### config.mk
export PLATFORM = sky130hd
export DESIGN_NAME = aluUnit
export DESIGN_NICKNAME = d
export VERILOG_FILES = /design/src/common/rvCorePkg.sv /design/src/common/rvIsaPkg.sv /design/src/hw/aluUnit.sv
export VERILOG_INCLUDE_DIRS = /design/src /design/src/common
export SDC_FILE = /design/constraint.sdc
export NUM_CORES = 1
export LEC_CHECK = 0
export ABC_AREA = 1
export BUFFER_PORTS_ARGS = -buffer_cell sky130_fd_sc_hd__clkbuf_2
export CORE_MARGIN = 3
export CORE_UTILIZATION = 58
export DETAILED_ROUTE_END_ITERATION = 10
export GPL_ROUTABILITY_DRIVEN = 0
export PLACE_DENSITY = 0.92
export SLEW_MARGIN = 10
export SYNTH_ARGS = -nofsm -noshare
export SYNTH_HDL_FRONTEND = slang
export SYNTH_SLANG_ARGS = --single-unit
### constraint.sdc
create_clock -name vclk -period 3.6
set_clock_uncertainty 0.05 [all_clocks]
set_input_delay 0.72 -clock vclk [all_inputs]
set_output_delay 0.72 -clock vclk [all_outputs]
set_load 0.03 [all_outputs]
### src/common/rv_consts.svh
`ifndef RV_CONSTS_SVH
`define RV_CONSTS_SVH

// data path width
`define XLEN 32

// architectural integer registers
`define REG_COUNT 32

// data memory depth in words
`define DMEM_WORDS 64

`define RESET_PC 32'h0000_0000

`endif

### src/common/rvCorePkg.sv
package rvCorePkg;

	// ALU functions, the last six only compare for branches
	typedef enum logic [3:0] {
		ALU_ADD, ALU_SUB, ALU_AND, ALU_OR,
		ALU_XOR, ALU_SLL, ALU_SRL, ALU_SRA,
		ALU_SLT, ALU_SLTU, ALU_BEQ, ALU_BNE,
		ALU_BLT, ALU_BGE, ALU_BLTU, ALU_BGEU
	} aluOp_t;

	// immediate layouts
	typedef enum logic [2:0] {
		IMM_I, IMM_SHAMT, IMM_S, IMM_B, IMM_J, IMM_U
	} immKind_t;

	// writeback value source
	typedef enum logic [1:0] {
		RES_ALU, RES_MEM, RES_PC4
	} resultSrc_t;

	// operand bypass source in execute
	typedef enum logic [1:0] {
		FWD_NONE, FWD_FROM_WB, FWD_FROM_MEM
	} fwdSel_t;

endpackage

### src/common/rvIsaPkg.sv
`include "rv_consts.svh"

package rvIsaPkg;

	// data or address value
	typedef logic [`XLEN-1:0] word_t;

	typedef logic [31:0] instr_t;

	typedef logic [4:0] regIdx_t;

	typedef logic [2:0] funct3_t;

	// major opcodes handled by the core
	typedef enum logic [6:0] {
		OPC_LOAD   = 7'b0000011,
		OPC_STORE  = 7'b0100011,
		OPC_OP     = 7'b0110011,
		OPC_OP_IMM = 7'b0010011,
		OPC_BRANCH = 7'b1100011,
		OPC_JAL    = 7'b1101111,
		OPC_LUI    = 7'b0110111
	} opcode_t;

endpackage

### src/hw/aluUnit.sv
`timescale 1ns/1ns

module aluUnit (
	input  rvCorePkg::aluOp_t aluOp,
	input  rvIsaPkg::word_t srcA,
	input  rvIsaPkg::word_t srcB,
	output rvIsaPkg::word_t result,
	output logic branchTaken
);
	logic equal;
	logic lessSigned;
	logic lessUnsigned;
	logic [4:0] shamt;

	// compares shared by SLT(U) and the branches
	assign equal = (srcA == srcB);
	assign lessSigned = ($signed(srcA) < $signed(srcB));
	assign lessUnsigned = (srcA < srcB);
	assign shamt = srcB[4:0];

	always_comb begin
		result = '0;
		branchTaken = 1'b0;
		case (aluOp)
			rvCorePkg::ALU_ADD: result = srcA + srcB;
			rvCorePkg::ALU_SUB: result = srcA - srcB;
			rvCorePkg::ALU_AND: result = srcA & srcB;
			rvCorePkg::ALU_OR: result = srcA | srcB;
			rvCorePkg::ALU_XOR: result = srcA ^ srcB;
			rvCorePkg::ALU_SLL: result = srcA << shamt;
			rvCorePkg::ALU_SRL: result = srcA >> shamt;
			rvCorePkg::ALU_SRA: result = $signed(srcA) >>> shamt;
			rvCorePkg::ALU_SLT: result = rvIsaPkg::word_t'(lessSigned);
			rvCorePkg::ALU_SLTU: result = rvIsaPkg::word_t'(lessUnsigned);
			rvCorePkg::ALU_BEQ: branchTaken = equal;
			rvCorePkg::ALU_BNE: branchTaken = !equal;
			rvCorePkg::ALU_BLT: branchTaken = lessSigned;
			rvCorePkg::ALU_BGE: branchTaken = !lessSigned;
			rvCorePkg::ALU_BLTU: branchTaken = lessUnsigned;
			rvCorePkg::ALU_BGEU: branchTaken = !lessUnsigned;
			default: result = '0;
		endcase
	end

endmodule

==> results by group, run 1 <==
Global route
  • Largest net degree at the start of global routing: 72
  • Grt total ovfl: 242
  • Total Routing Usage GR: 82.1%

Run status
  • Last step reached: global routing
  • Halt Reason: [ERROR GRT-0232] Routing congestion too high. Check the congestion heatmap in the GUI.
  • Run status: aborted with a tool error

Floorplan
  • IO Count: 101
  • Die extent in x: 136 um
  • Number of placement rows: 46
  • Die span in y: 136 um
  • Initial standard-cell utilization of the core: 60.6%

Logic synthesis
  • Post-synthesis instance area: 9840 um^2
  • Distinct cell type count of the synthesized netlist: 45
  • Post-Synthesis Net Count: 2170
  • Mapped Cells: 2003
  • Seq/Total Area, Yosys: 0%
  • Number of warning messages in the yosys log: 0
  • Syn Area/Cell: 4.91 um^2

Placed design
  • HPWL reported at the end of detailed placement: 37700 um
  • Worst setup slack before clock tree synthesis: -0.112 ns
  • I/O Buffers: 101

STA
  • Classification of the worst endpoint: output port
  • Worst-path endpoint after global-route repair_timing: result[22]
-- timing repair --
item	in CTS
endpoints found under the setup margin	13
gates resized for setup	25
buffers inserted	1
pin swaps	3
hold buffers	0
-- cells by family after synthesis --
logic type	synth area share, %
adders and majority gates	12.7
buffers and inverters	15.5
xor gates and xnor gates	0.0890
AOI/OAI and AO/OA	17.7
and+or+nand+nor	54.0
-- Yosys cell counts, drive strengths merged --
| cell type | number | area [um^2] |
|---|---|---|
| a211oi | 4 | 30.0 |
| a21boi | 1 | 7.51 |
| a21o | 2 | 15.0 |
| a21oi | 107 | 558 |
| a221oi | 2 | 17.5 |
| a22o | 1 | 8.76 |
| a22oi | 1 | 7.51 |
| a31oi | 2 | 12.5 |
| and2 | 7 | 43.8 |
| and3 | 2 | 12.5 |
| buf | 69 | 399 |
| clkbuf | 22 | 86.3 |
| fa | 2 | 40.0 |
| ha | 97 | 1210 |
| inv | 276 | 1040 |
| nand2 | 637 | 2420 |
| nand3 | 352 | 1760 |
| nand3b | 3 | 22.5 |
| nand4 | 35 | 219 |
| nor2 | 171 | 667 |
| nor3 | 26 | 130 |
| nor3b | 2 | 15.0 |
| nor4 | 2 | 12.5 |
| o2111ai | 4 | 35.0 |
| o211a | 1 | 10.0 |
| o211ai | 33 | 248 |
| o21a | 13 | 97.6 |
| o21ai | 97 | 493 |
| o21bai | 9 | 67.6 |
| o221ai | 2 | 17.5 |
| o22ai | 18 | 113 |
| or2 | 2 | 12.5 |
| xor2 | 1 | 8.76 |
-- routing by layer --
| metal | GRT overflow | global-route usage [%] |
|---|---|---|
| met1 | 15 | 79.6 |
| met2 | 112 | 91.1 |
| met3 | 15 | 75.9 |
| met4 | 96 | 84.5 |
| met5 | 4 | 58.9 |
-- metrics by stage --
step	std cells	area [um^2]	TNS [ns]	util, %	hold slack (ns)
2_1_floorplan	2003	9870	-0.0699	-	1.68
3_3_place_gp	2396	11500	-0.0482	70.9	1.93
3_5_place_dp	2396	11500	-0.813	70.9	1.94
4_1_cts	2397	11600	-0.00221	71.5	1.94
==> run 2: changes to the inputs <==
Settings changed: CORE_UTILIZATION 58 to 40, PLACE_DENSITY 0.92 to default, PLACE_DENSITY_LB_ADDON from default to 0.15.
Clock period 3.6 ns to 4.7 ns, I/O delays scaled along.
==> run 2 against run 1 <==
  * The flow now finishes without violations
  * Synthesized cell count unchanged
  * Area after synthesis stayed put
==> results by group, run 2 <==
Layout
  • Layout Nets: 2216
  • Most frequent cells in the layout: nand2_1 (626), nand3_1 (352), inv_1 (259)
  • Flip-flop and latch area: 0 um^2
  • Cell area after layout: 10500 um^2
  • Util after Layout: 44.2%
  • Share of final-layout standard cells stronger than drive strength 1: 8.84%
  • Most common cell after layout, fill and taps aside: nand2_1
  • Area growth from synthesis to layout: 6.98%
  • Seq_cells: 0
  • Diode insertion count for antenna repair: 0
  • Number of clock buffers in the layout: 0

Floorplan
  • Die span in y: 163 um (+20%)
  • Die extent in x: 163 um (+20%)
  • Initial standard-cell utilization of the core: 41.3% (-19 points)
  • Floorplan die area: 26500 um^2
  • IO Count: 101 (unchanged)
  • Number of placement rows: 56 (+22%)
  • Core footprint: 23800 um^2

Global route
  • Total Routing Usage GR: 34.3%
  • Global-route met3 utilization: 3.92%
  • Wire length of the first global-routing pass: 71200 um
  • Grt total ovfl: 0
  • Routing usage on met2: 51.3%
  • Via count of the first global-routing pass: 12400
  • Met1 usage: 48.8%
  • GRT busiest layer: met2
  • Largest net degree at the start of global routing: 75
  • Antenna violations before repair: 0

Route
  • Overall via count from detail_route: 14100
  • Post-detailed-route DRC marker count: 0
  • WL final: 47500 um
  • Vias per Instance: 5.94
  • Post-DR wirelength/cell: 20.1 um
  • Initial DRC Count: 2451
  • Number of detailed-route iterations in the first pass: 6
  • Routed Antenna Nets: 0

Min path
  • Depth of the worst hold-timing path: 5
  • Min-delay worst type: primary input to primary output

Worst setup path
  • Crit path arrival time: 3.60 ns
  • CP required: 3.71 ns
  • Type of the worst setup path: primary input to primary output
  • Worst setup SP type: primary input
  • Crit end category: primary output
  • Maximum fanout encountered on the critical timing path: 8

Placed design
  • Dpl cell area: 10500 um^2 (-8.5%)
  • HPWL reported at the end of detailed placement: 39100 um (+3.7%)
  • I/O Buffers: 101 (unchanged)

Clock tree
  • Post-CTS Hold Fix Bufs: 0 (unchanged)
  • Cells resized by post-CTS repair: 0 (-100%)
  • Setup Fix Bufs, Post-CTS: 0 (-1)

Logic synthesis
  • Syn Area/Cell: 4.91 um^2 (unchanged)
  • Number of warning messages in the yosys log: 0 (unchanged)
  • Top post-synthesis cells by area: nand2_1 (24%), nand3_1 (18%), ha_1 (12%)
  • Seq/Total Area, Yosys: 0% (unchanged)
  • Post-synthesis instance area: 9840 um^2 (unchanged)
  • Distinct cell type count of the synthesized netlist: 45 (unchanged)
  • Post-synth top area share: 23.9% (unchanged)
  • Most common cell in the netlist: nand2_1
  • Area leader, netlist: nand2_1
  • Post-Synthesis Net Count: 2170 (unchanged)
  • Leading cell types by count after synthesis: nand2_1 (626), nand3_1 (352), inv_1 (260)
  • Mapped Cells: 2003 (unchanged)

STA
  • Max-slew headroom at the worst pin: 50.1%
  • Setup repair after global routing missed its margin: false
  • Final slew viol count: 0
  • Endpoints failing hold: 0
  • Min cycle time layout: 4.59 ns
  • Post-route setup TNS: 0 ns
  • Max Clock Freq: 218 MHz
  • Fraction of the cycle the final worst path needs: 97.6%
  • Number of setup violations in the final report: 0
  • Transition at the pin with the smallest max-transition slack: 0.748 ns

Power
  • Combinational share of power: 100.0%
  • Clock network power share: 0%
  • Final Power: 0.00127 W
  • Switching power: 0.000913 W
  • Peak ir drop on the vdd network: 0.0561 mV
  • Ratio of total power to cell area: 121 nW/um^2
  • Total internal power: 0.000358 W
  • Net switching fraction of the power: 71.8%
  • Relative contribution of sequential cells to total power: 0%
  • Static leakage power: 5.86 nW

Flow run
  • Number of violations of the max-capacitance limit: 0

Run status
  • Run status: finished, final reports clean
[run 2: cell counts after synthesis]
No cell type changed its count.
[run 2: layout make-up]
cell class         count  area (um^2)
well taps            319          399
multi-input cells   1636         8320
inverters            276         1040
fillers             2770        13300
repair buffers       135          773
[run 2: cells by family after synthesis]
logic type / share of synthesized area, %
xor+xnor: 0.0890
buf+inv: 15.5
fa+ha+maj: 12.7
simple gates: 54.0
compound gates: 17.7
[run 2: metrics by stage]
stage / hold WS [ns] / cells / worst slack (ns)
after floorplan: 2.19 / 2003 / 0.462
after global placement: 2.36 / 2366 / 0.231
after detailed placement: 2.36 / 2366 / 0.244
after CTS: 2.37 / 2366 / 0.237
after global routing: 2.42 / 2366 / 0.00434
final: 2.37 / 2366 / 0.111
[run 2: path summary, 6_finish.rpt]
check,start,to,slack [ns]
setup / recovery,srcA[16],result[19],0.11
hold / removal,aluOp[2],result[0],2.37
[run 2: critical path, stage by stage]
cell,delay (ns)
clkbuf_2,0.17
inv_1,0.11
ha_1,0.48
nand2_1,0.13
nor2_1,0.27
inv_1,0.10
nor2_1,0.20
nand4_1,0.23
nand3_1,0.15
nand2_1,0.05
nand2_1,0.07
nor2_1,0.04
nor2_1,0.29
nand2_1,0.15
clkbuf_2,0.21
[run 2: per-layer routing]
metal,vias to the layer above,wire length [um]
met5,-,0
met4,0,3010
met2,1067,19000
li1,6649,-
met3,176,5990
met1,6166,19500
[run 2: power by group through the flow]
| stage | Combinational [W] | Clock [W] | Sequential [W] |
|---|---|---|---|
| final | 0.00127 | 0 | 0 |
| after global routing | 0.00138 | 0 | 0 |
| after CTS | 0.00123 | 0 | 0 |
| after detailed placement | 0.00122 | 0 | 0 |
| after global placement | 0.00121 | 0 | 0 |
| after floorplan | 0.000846 | 0 | 0 |
Note: power is estimated with default switching activity, not from simulation.
==> run 3: changes to the inputs <==
Settings changed: REMOVE_ABC_BUFFERS from default to 1.
==> run 3 against run 2 <==
  * Die area unchanged
  * Core utilization up 0.052 points
  * Setup slack worse by 0.073 ns
  * Sequential cell count unchanged
  * Sequential share of layout area unchanged
  * Wire length up 1.5%
  * Critical endpoint unchanged
  * Largest cell class unchanged
==> results by group, run 3 (synthesis results as in run 2) <==
Run status
  • Run status: finished, final reports clean

STA
  • Min cycle time layout: 4.66 ns (+0.0734 ns)
  • Setup repair after global routing missed its margin: false
  • Final slew viol count: 0 (unchanged)
  • Transition at the pin with the smallest max-transition slack: 0.752 ns (+0.00314 ns)
  • Post-route setup TNS: 0 ns (unchanged)
  • Number of setup violations in the final report: 0 (unchanged)
  • Fraction of the cycle the final worst path needs: 99.2% (+1.6 points)
  • Endpoints failing hold: 0 (unchanged)
  • Max Clock Freq: 214 MHz (-1.6%)
  • Max-slew headroom at the worst pin: 49.9% (-0.21 points)
  • Post-Route Hold Slack: 2.40 ns (+0.0305 ns)

Worst setup path
  • Crit end category: primary output
  • Delay of the slowest cell on the worst path: 0.57 ns (+0.09 ns)
  • Maximum fanout encountered on the critical timing path: 10 (+2)
  • Crit path arrival time: 3.67 ns (+0.07 ns)
  • Type of the worst setup path: primary input to primary output
  • Worst setup SP type: primary input
  • CP required: 3.71 ns (about the same)
  • Slowest stage cell on the critical path: ha_1
  • Cells traversed along the worst timing path: clkbuf_2 -> inv_1 -> ha_1 -> nand2_1 -> nor2_1 -> inv_1 -> nor2_1 -> nand4_1 -> nand3_1 -> nand2_1 -> nand2_1 -> nor2_1 -> nor2_1 -> nand2_1 -> clkbuf_2

Layout
  • Filler cell count: 2838 (+2.5%)
  • Share of final-layout standard cells stronger than drive strength 1: 8.98% (+0.14 points)
  • Cell area after layout: 10500 um^2 (+0.12%)
  • Seq_cells: 0 (unchanged)
  • Most common cell after layout, fill and taps aside: nand2_1
  • Number of clock buffers in the layout: 0 (unchanged)
  • Final instance count without filler cells: 2367 (+0.042%)
  • Most frequent cells in the layout: nand2_1 (626), nand3_1 (352), inv_1 (259)
  • Diode insertion count for antenna repair: 0 (unchanged)
  • Area growth from synthesis to layout: 7.11%
  • Layout Nets: 2217 (+0.045%)
  • Flip-flop and latch area: 0 um^2 (unchanged)

Floorplan
  • Initial standard-cell utilization of the core: 41.3% (unchanged)
  • Number of placement rows: 56 (unchanged)
  • Die extent in x: 163 um (unchanged)
  • Floorplan die area: 26500 um^2 (unchanged)
  • IO Count: 101 (unchanged)
  • Die span in y: 163 um (unchanged)
  • Core footprint: 23800 um^2 (unchanged)

Route
  • Routed Antenna Nets: 0 (unchanged)
  • Number of detailed-route iterations in the first pass: 9 (+3)
  • WL final: 48200 um (+1.5%)
  • Initial DRC Count: 1965 (-20%)
  • Overall via count from detail_route: 14200 (+1.2%)
  • Post-detailed-route DRC marker count: 0 (unchanged)
  • Vias per Instance: 6.01 (+1.1%)
  • Post-DR wirelength/cell: 20.4 um (+1.5%)

Flow run
  • Number of violations of the max-capacitance limit: 0 (unchanged)

Placed design
  • HPWL reported at the end of detailed placement: 39500 um (+0.98%)
  • Dpl cell area: 10500 um^2 (about the same)
  • I/O Buffers: 101 (unchanged)
  • # placed instances: 2367 (+0.042%)

Global route
  • Largest net degree at the start of global routing: 75 (unchanged)
  • Via count of the first global-routing pass: 12600 (+1.8%)
  • Wire length of the first global-routing pass: 70900 um (-0.48%)
  • Total Routing Usage GR: 34.3% (+0.057 points)
  • Grt total ovfl: 0 (unchanged)
  • Antenna violations before repair: 0 (unchanged)

Power
  • Peak ir drop on the vdd network: 0.0430 mV (-23%)
  • Final Power: 0.00128 W (+0.63%)
  • Static leakage power: 5.86 nW (about the same)
  • Ratio of total power to cell area: 121 nW/um^2 (+0.51%)

Min path
  • Min-delay worst type: primary input to primary output

Clock tree
  • Post-CTS Hold Fix Bufs: 0 (unchanged)
## run 3: cell count changes in the layout (fill, tap and decap cells not counted), sizes merged
| cell | change |
|---|---|
| buf | +1 |
## run 3: metal layers
metal	GRT usage [%]	up-vias	wire length, um
li1	-	6666	-
met1	47.3	6439	19100
met2	53.1	957	20300
met3	5.49	158	6160
met4	14.0	0	2610
met5	0	-	0
## run 3: area by class of cell
cell class	count	area, um^2	area share (%)
Timing Repair Buffer	136	781	7.41
Multi-Input combinational cell	1636	8320	79.0
Inverter	276	1040	9.85
Tap cell	319	399	3.79
## run 3: per-stage QoR
step | util [%] | setup slack, ns
4_1_cts | 44.2 | 0.264
5_1_grt | 44.2 | 0.0000175
2_1_floorplan | - | 0.238
6_report | 44.2 | 0.0373
3_3_place_gp | 44.2 | 0.245
3_5_place_dp | 44.2 | 0.278
## run 3: worst max-delay path: cells and delay by family
| kind | cells | cell delay (ns) |
|---|---|---|
| simple gates | 10 | 1.60 |
| fa+ha+maj | 1 | 0.57 |
| buf+inv | 4 | 0.54 |
## run 3: power by group
group / internal, W / switching [W]
registers: 0 / 0
clock network: 0 / 0
logic: 0.000360 / 0.000919
## run 3: what timing repair did
item / CTS / global route
hold endpoints to repair: 0 / 0
setup endpoints to repair: 0 / 1
resized for setup: 0 / 2
setup buffers: 0 / 0
## run 3: worst paths after layout
path | startpoint | slack, ns | cells past startpoint | endpoint
hold / removal | aluOp[2] | 2.40 | 5 | result[0]
setup / recovery | srcA[18] | 0.04 | 15 | result[19]
==> run 4: changes to the inputs <==
Settings changed: CORE_ASPECT_RATIO from default to 1.75, SLEW_MARGIN 10 to default.
==> run 4 against run 3 <==
  * Setup slack gained 0.14 ns
  * Hold slack gained 0.037 ns
  * Maximum frequency grew 3.0%
  * First-iteration DRC count grew 10%
  * Largest cell class unchanged
  * Global-route usage grew 2.2 points
  * Count of clock-buffer cells in the layout is the same
  * Wire length grew 7.4%
  * Sequential cell count is the same
  * Critical endpoint is now result[11]
==> results by group, run 4 (synthesis results as in run 2) <==
STA
  • Final slew viol count: 0 (unchanged)
  • Max-slew headroom at the worst pin: 17.8% (-32 points)
  • Min cycle time layout: 4.53 ns (-0.135 ns)
  • Post-route setup TNS: 0 ns (unchanged)
  • Endpoints failing hold: 0 (unchanged)
  • Fraction of the cycle the final worst path needs: 96.3% (-2.9 points)
  • Post-Route Hold Slack: 2.44 ns (+0.0371 ns)
  • Number of setup violations in the final report: 0 (unchanged)
  • Transition at the pin with the smallest max-transition slack: 1.22 ns (+0.468 ns)
  • Max Clock Freq: 221 MHz (+3.0%)
  • Setup repair after global routing missed its margin: false

Clock tree
  • Setup Fix Bufs, Post-CTS: 0 (unchanged)
  • Cells resized by post-CTS repair: 0 (unchanged)
  • Post-CTS Hold Fix Bufs: 0 (unchanged)

Run status
  • Run status: finished, final reports clean

Route
  • Post-detailed-route DRC marker count: 0 (unchanged)
  • Vias per Instance: 6.13 (+2.0%)
  • Number of detailed-route iterations in the first pass: 8 (-1)
  • Overall via count from detail_route: 14500 (+1.8%)
  • Post-DR wirelength/cell: 21.9 um (+7.6%)
  • Initial DRC Count: 2168 (+10%)
  • Routed Antenna Nets: 0 (unchanged)
  • WL final: 51800 um (+7.4%)

Floorplan
  • Floorplan die area: 26600 um^2 (+0.28%)
  • Die extent in x: 125 um (-24%)
  • Number of placement rows: 75 (+34%)
  • Die span in y: 213 um (+31%)
  • Core footprint: 24100 um^2 (+1.2%)
  • IO Count: 101 (unchanged)
  • Initial standard-cell utilization of the core: 40.8% (-0.50 points)

Layout
  • Flip-flop and latch area: 0 um^2 (unchanged)
  • Diode insertion count for antenna repair: 0 (unchanged)
  • Seq_cells: 0 (unchanged)
  • Util after Layout: 43.9% (-0.38 points)
  • Most common cell after layout, fill and taps aside: nand2_1
  • Area growth from synthesis to layout: 7.50%
  • Filler cell count: 2833 (-0.18%)
  • Layout Nets: 2223 (+0.27%)
  • Share of final-layout standard cells stronger than drive strength 1: 9.15% (+0.17 points)
  • Most frequent cells in the layout: nand2_1 (626), nand3_1 (352), inv_1 (259)
  • Number of clock buffers in the layout: 0 (unchanged)

Flow run
  • Number of violations of the max-capacitance limit: 0 (unchanged)

Global route
  • Total Routing Usage GR: 36.5% (+2.2 points)
  • Wire length of the first global-routing pass: 75800 um (+6.9%)
  • Grt total ovfl: 0 (unchanged)
  • Largest net degree at the start of global routing: 75 (unchanged)
  • Via count of the first global-routing pass: 13500 (+7.1%)
  • Antenna violations before repair: 0 (unchanged)

Power
  • Peak ir drop on the vdd network: 0.0389 mV (-9.5%)
  • Ratio of total power to cell area: 124 nW/um^2 (+2.2%)
  • Static leakage power: 5.90 nW (+0.62%)

Worst setup path
  • Delay of the slowest cell on the worst path: 0.49 ns (-0.08 ns)
  • Type of the worst setup path: primary input to primary output
  • Worst setup SP type: primary input
  • Crit path arrival time: 3.54 ns (-0.13 ns)
  • CP required: 3.71 ns (about the same)
  • Cells traversed along the worst timing path: clkbuf_2 -> inv_1 -> ha_1 -> nand2_1 -> nor2_1 -> nand2_1 -> nand3_1 -> nand2_1 -> nand2_1 -> nand2_1 -> nand3_1 -> o21ai_1 -> nor2_1 -> nand2_1 -> clkbuf_2
  • Slowest stage cell on the critical path: ha_1
  • Critical Path Most Common Cell: nand2_1
  • Maximum fanout encountered on the critical timing path: 9 (-1)
  • Crit end category: primary output

Placed design
  • HPWL reported at the end of detailed placement: 42100 um (+6.6%)
  • I/O Buffers: 101 (unchanged)

Min path
  • Hold Crit Start: aluOp[2]
  • Hold path endpoint: result[0]
  • Min-delay worst type: primary input to primary output
  • Depth of the worst hold-timing path: 5 (unchanged)
==> run 4: report_power, final <==
part	switching [W]	internal (W)
Clock	0	0
Sequential	0	0
Combinational	0.000946	0.000365
==> run 4: worst max path at each step <==
stage | start | end | slack [ns]
final | srcA[3] | result[11] | 0.17
after global routing | srcB[0] | result[1] | 0.04
after CTS | srcA[3] | result[11] | 0.30
after detailed placement | srcA[3] | result[11] | 0.30
after global placement | srcA[14] | result[17] | 0.32
after floorplan | srcB[2] | branchTaken | 0.24
==> run 4: stage by stage <==
stage / total power, W / worst slack (ns) / std cells / cell area (um^2)
2_1_floorplan: 0.000791 / 0.238 / 1912 / 9350
3_3_place_gp: 0.00125 / 0.322 / 2362 / 10600
3_5_place_dp: 0.00125 / 0.300 / 2362 / 10600
4_1_cts: 0.00126 / 0.298 / 2362 / 10600
5_1_grt: 0.00141 / 0.0414 / 2362 / 10600
6_report: 0.00131 / 0.173 / 2362 / 10600
==> run 4: layer usage <==
metal	vias to the layer above	part of all wire [%]	global-route usage (%)
li1	6666	-	-
met1	6546	35	39.8
met2	990	47	64.5
met3	278	8.5	4.46
met4	0	10	28.0
met5	-	0	0
==> run 4: area by class of cell <==
| class | instances | area [um^2] | share of cell area, % |
|---|---|---|---|
| Inverter | 276 | 1040 | 9.82 |
| Timing Repair Buffer | 142 | 838 | 7.93 |
| Tap cell | 308 | 385 | 3.64 |
| Multi-Input combinational cell | 1636 | 8320 | 78.6 |
==> run 4: critical path, delay by kind of cell <==
kind	cells	cell delay [ns]
AND/OR/NAND/NOR	10	1.53
adder cells (fa/ha/maj)	1	0.49
buffers and inverters	3	0.42
AO/OA/AOI/OAI	1	0.14
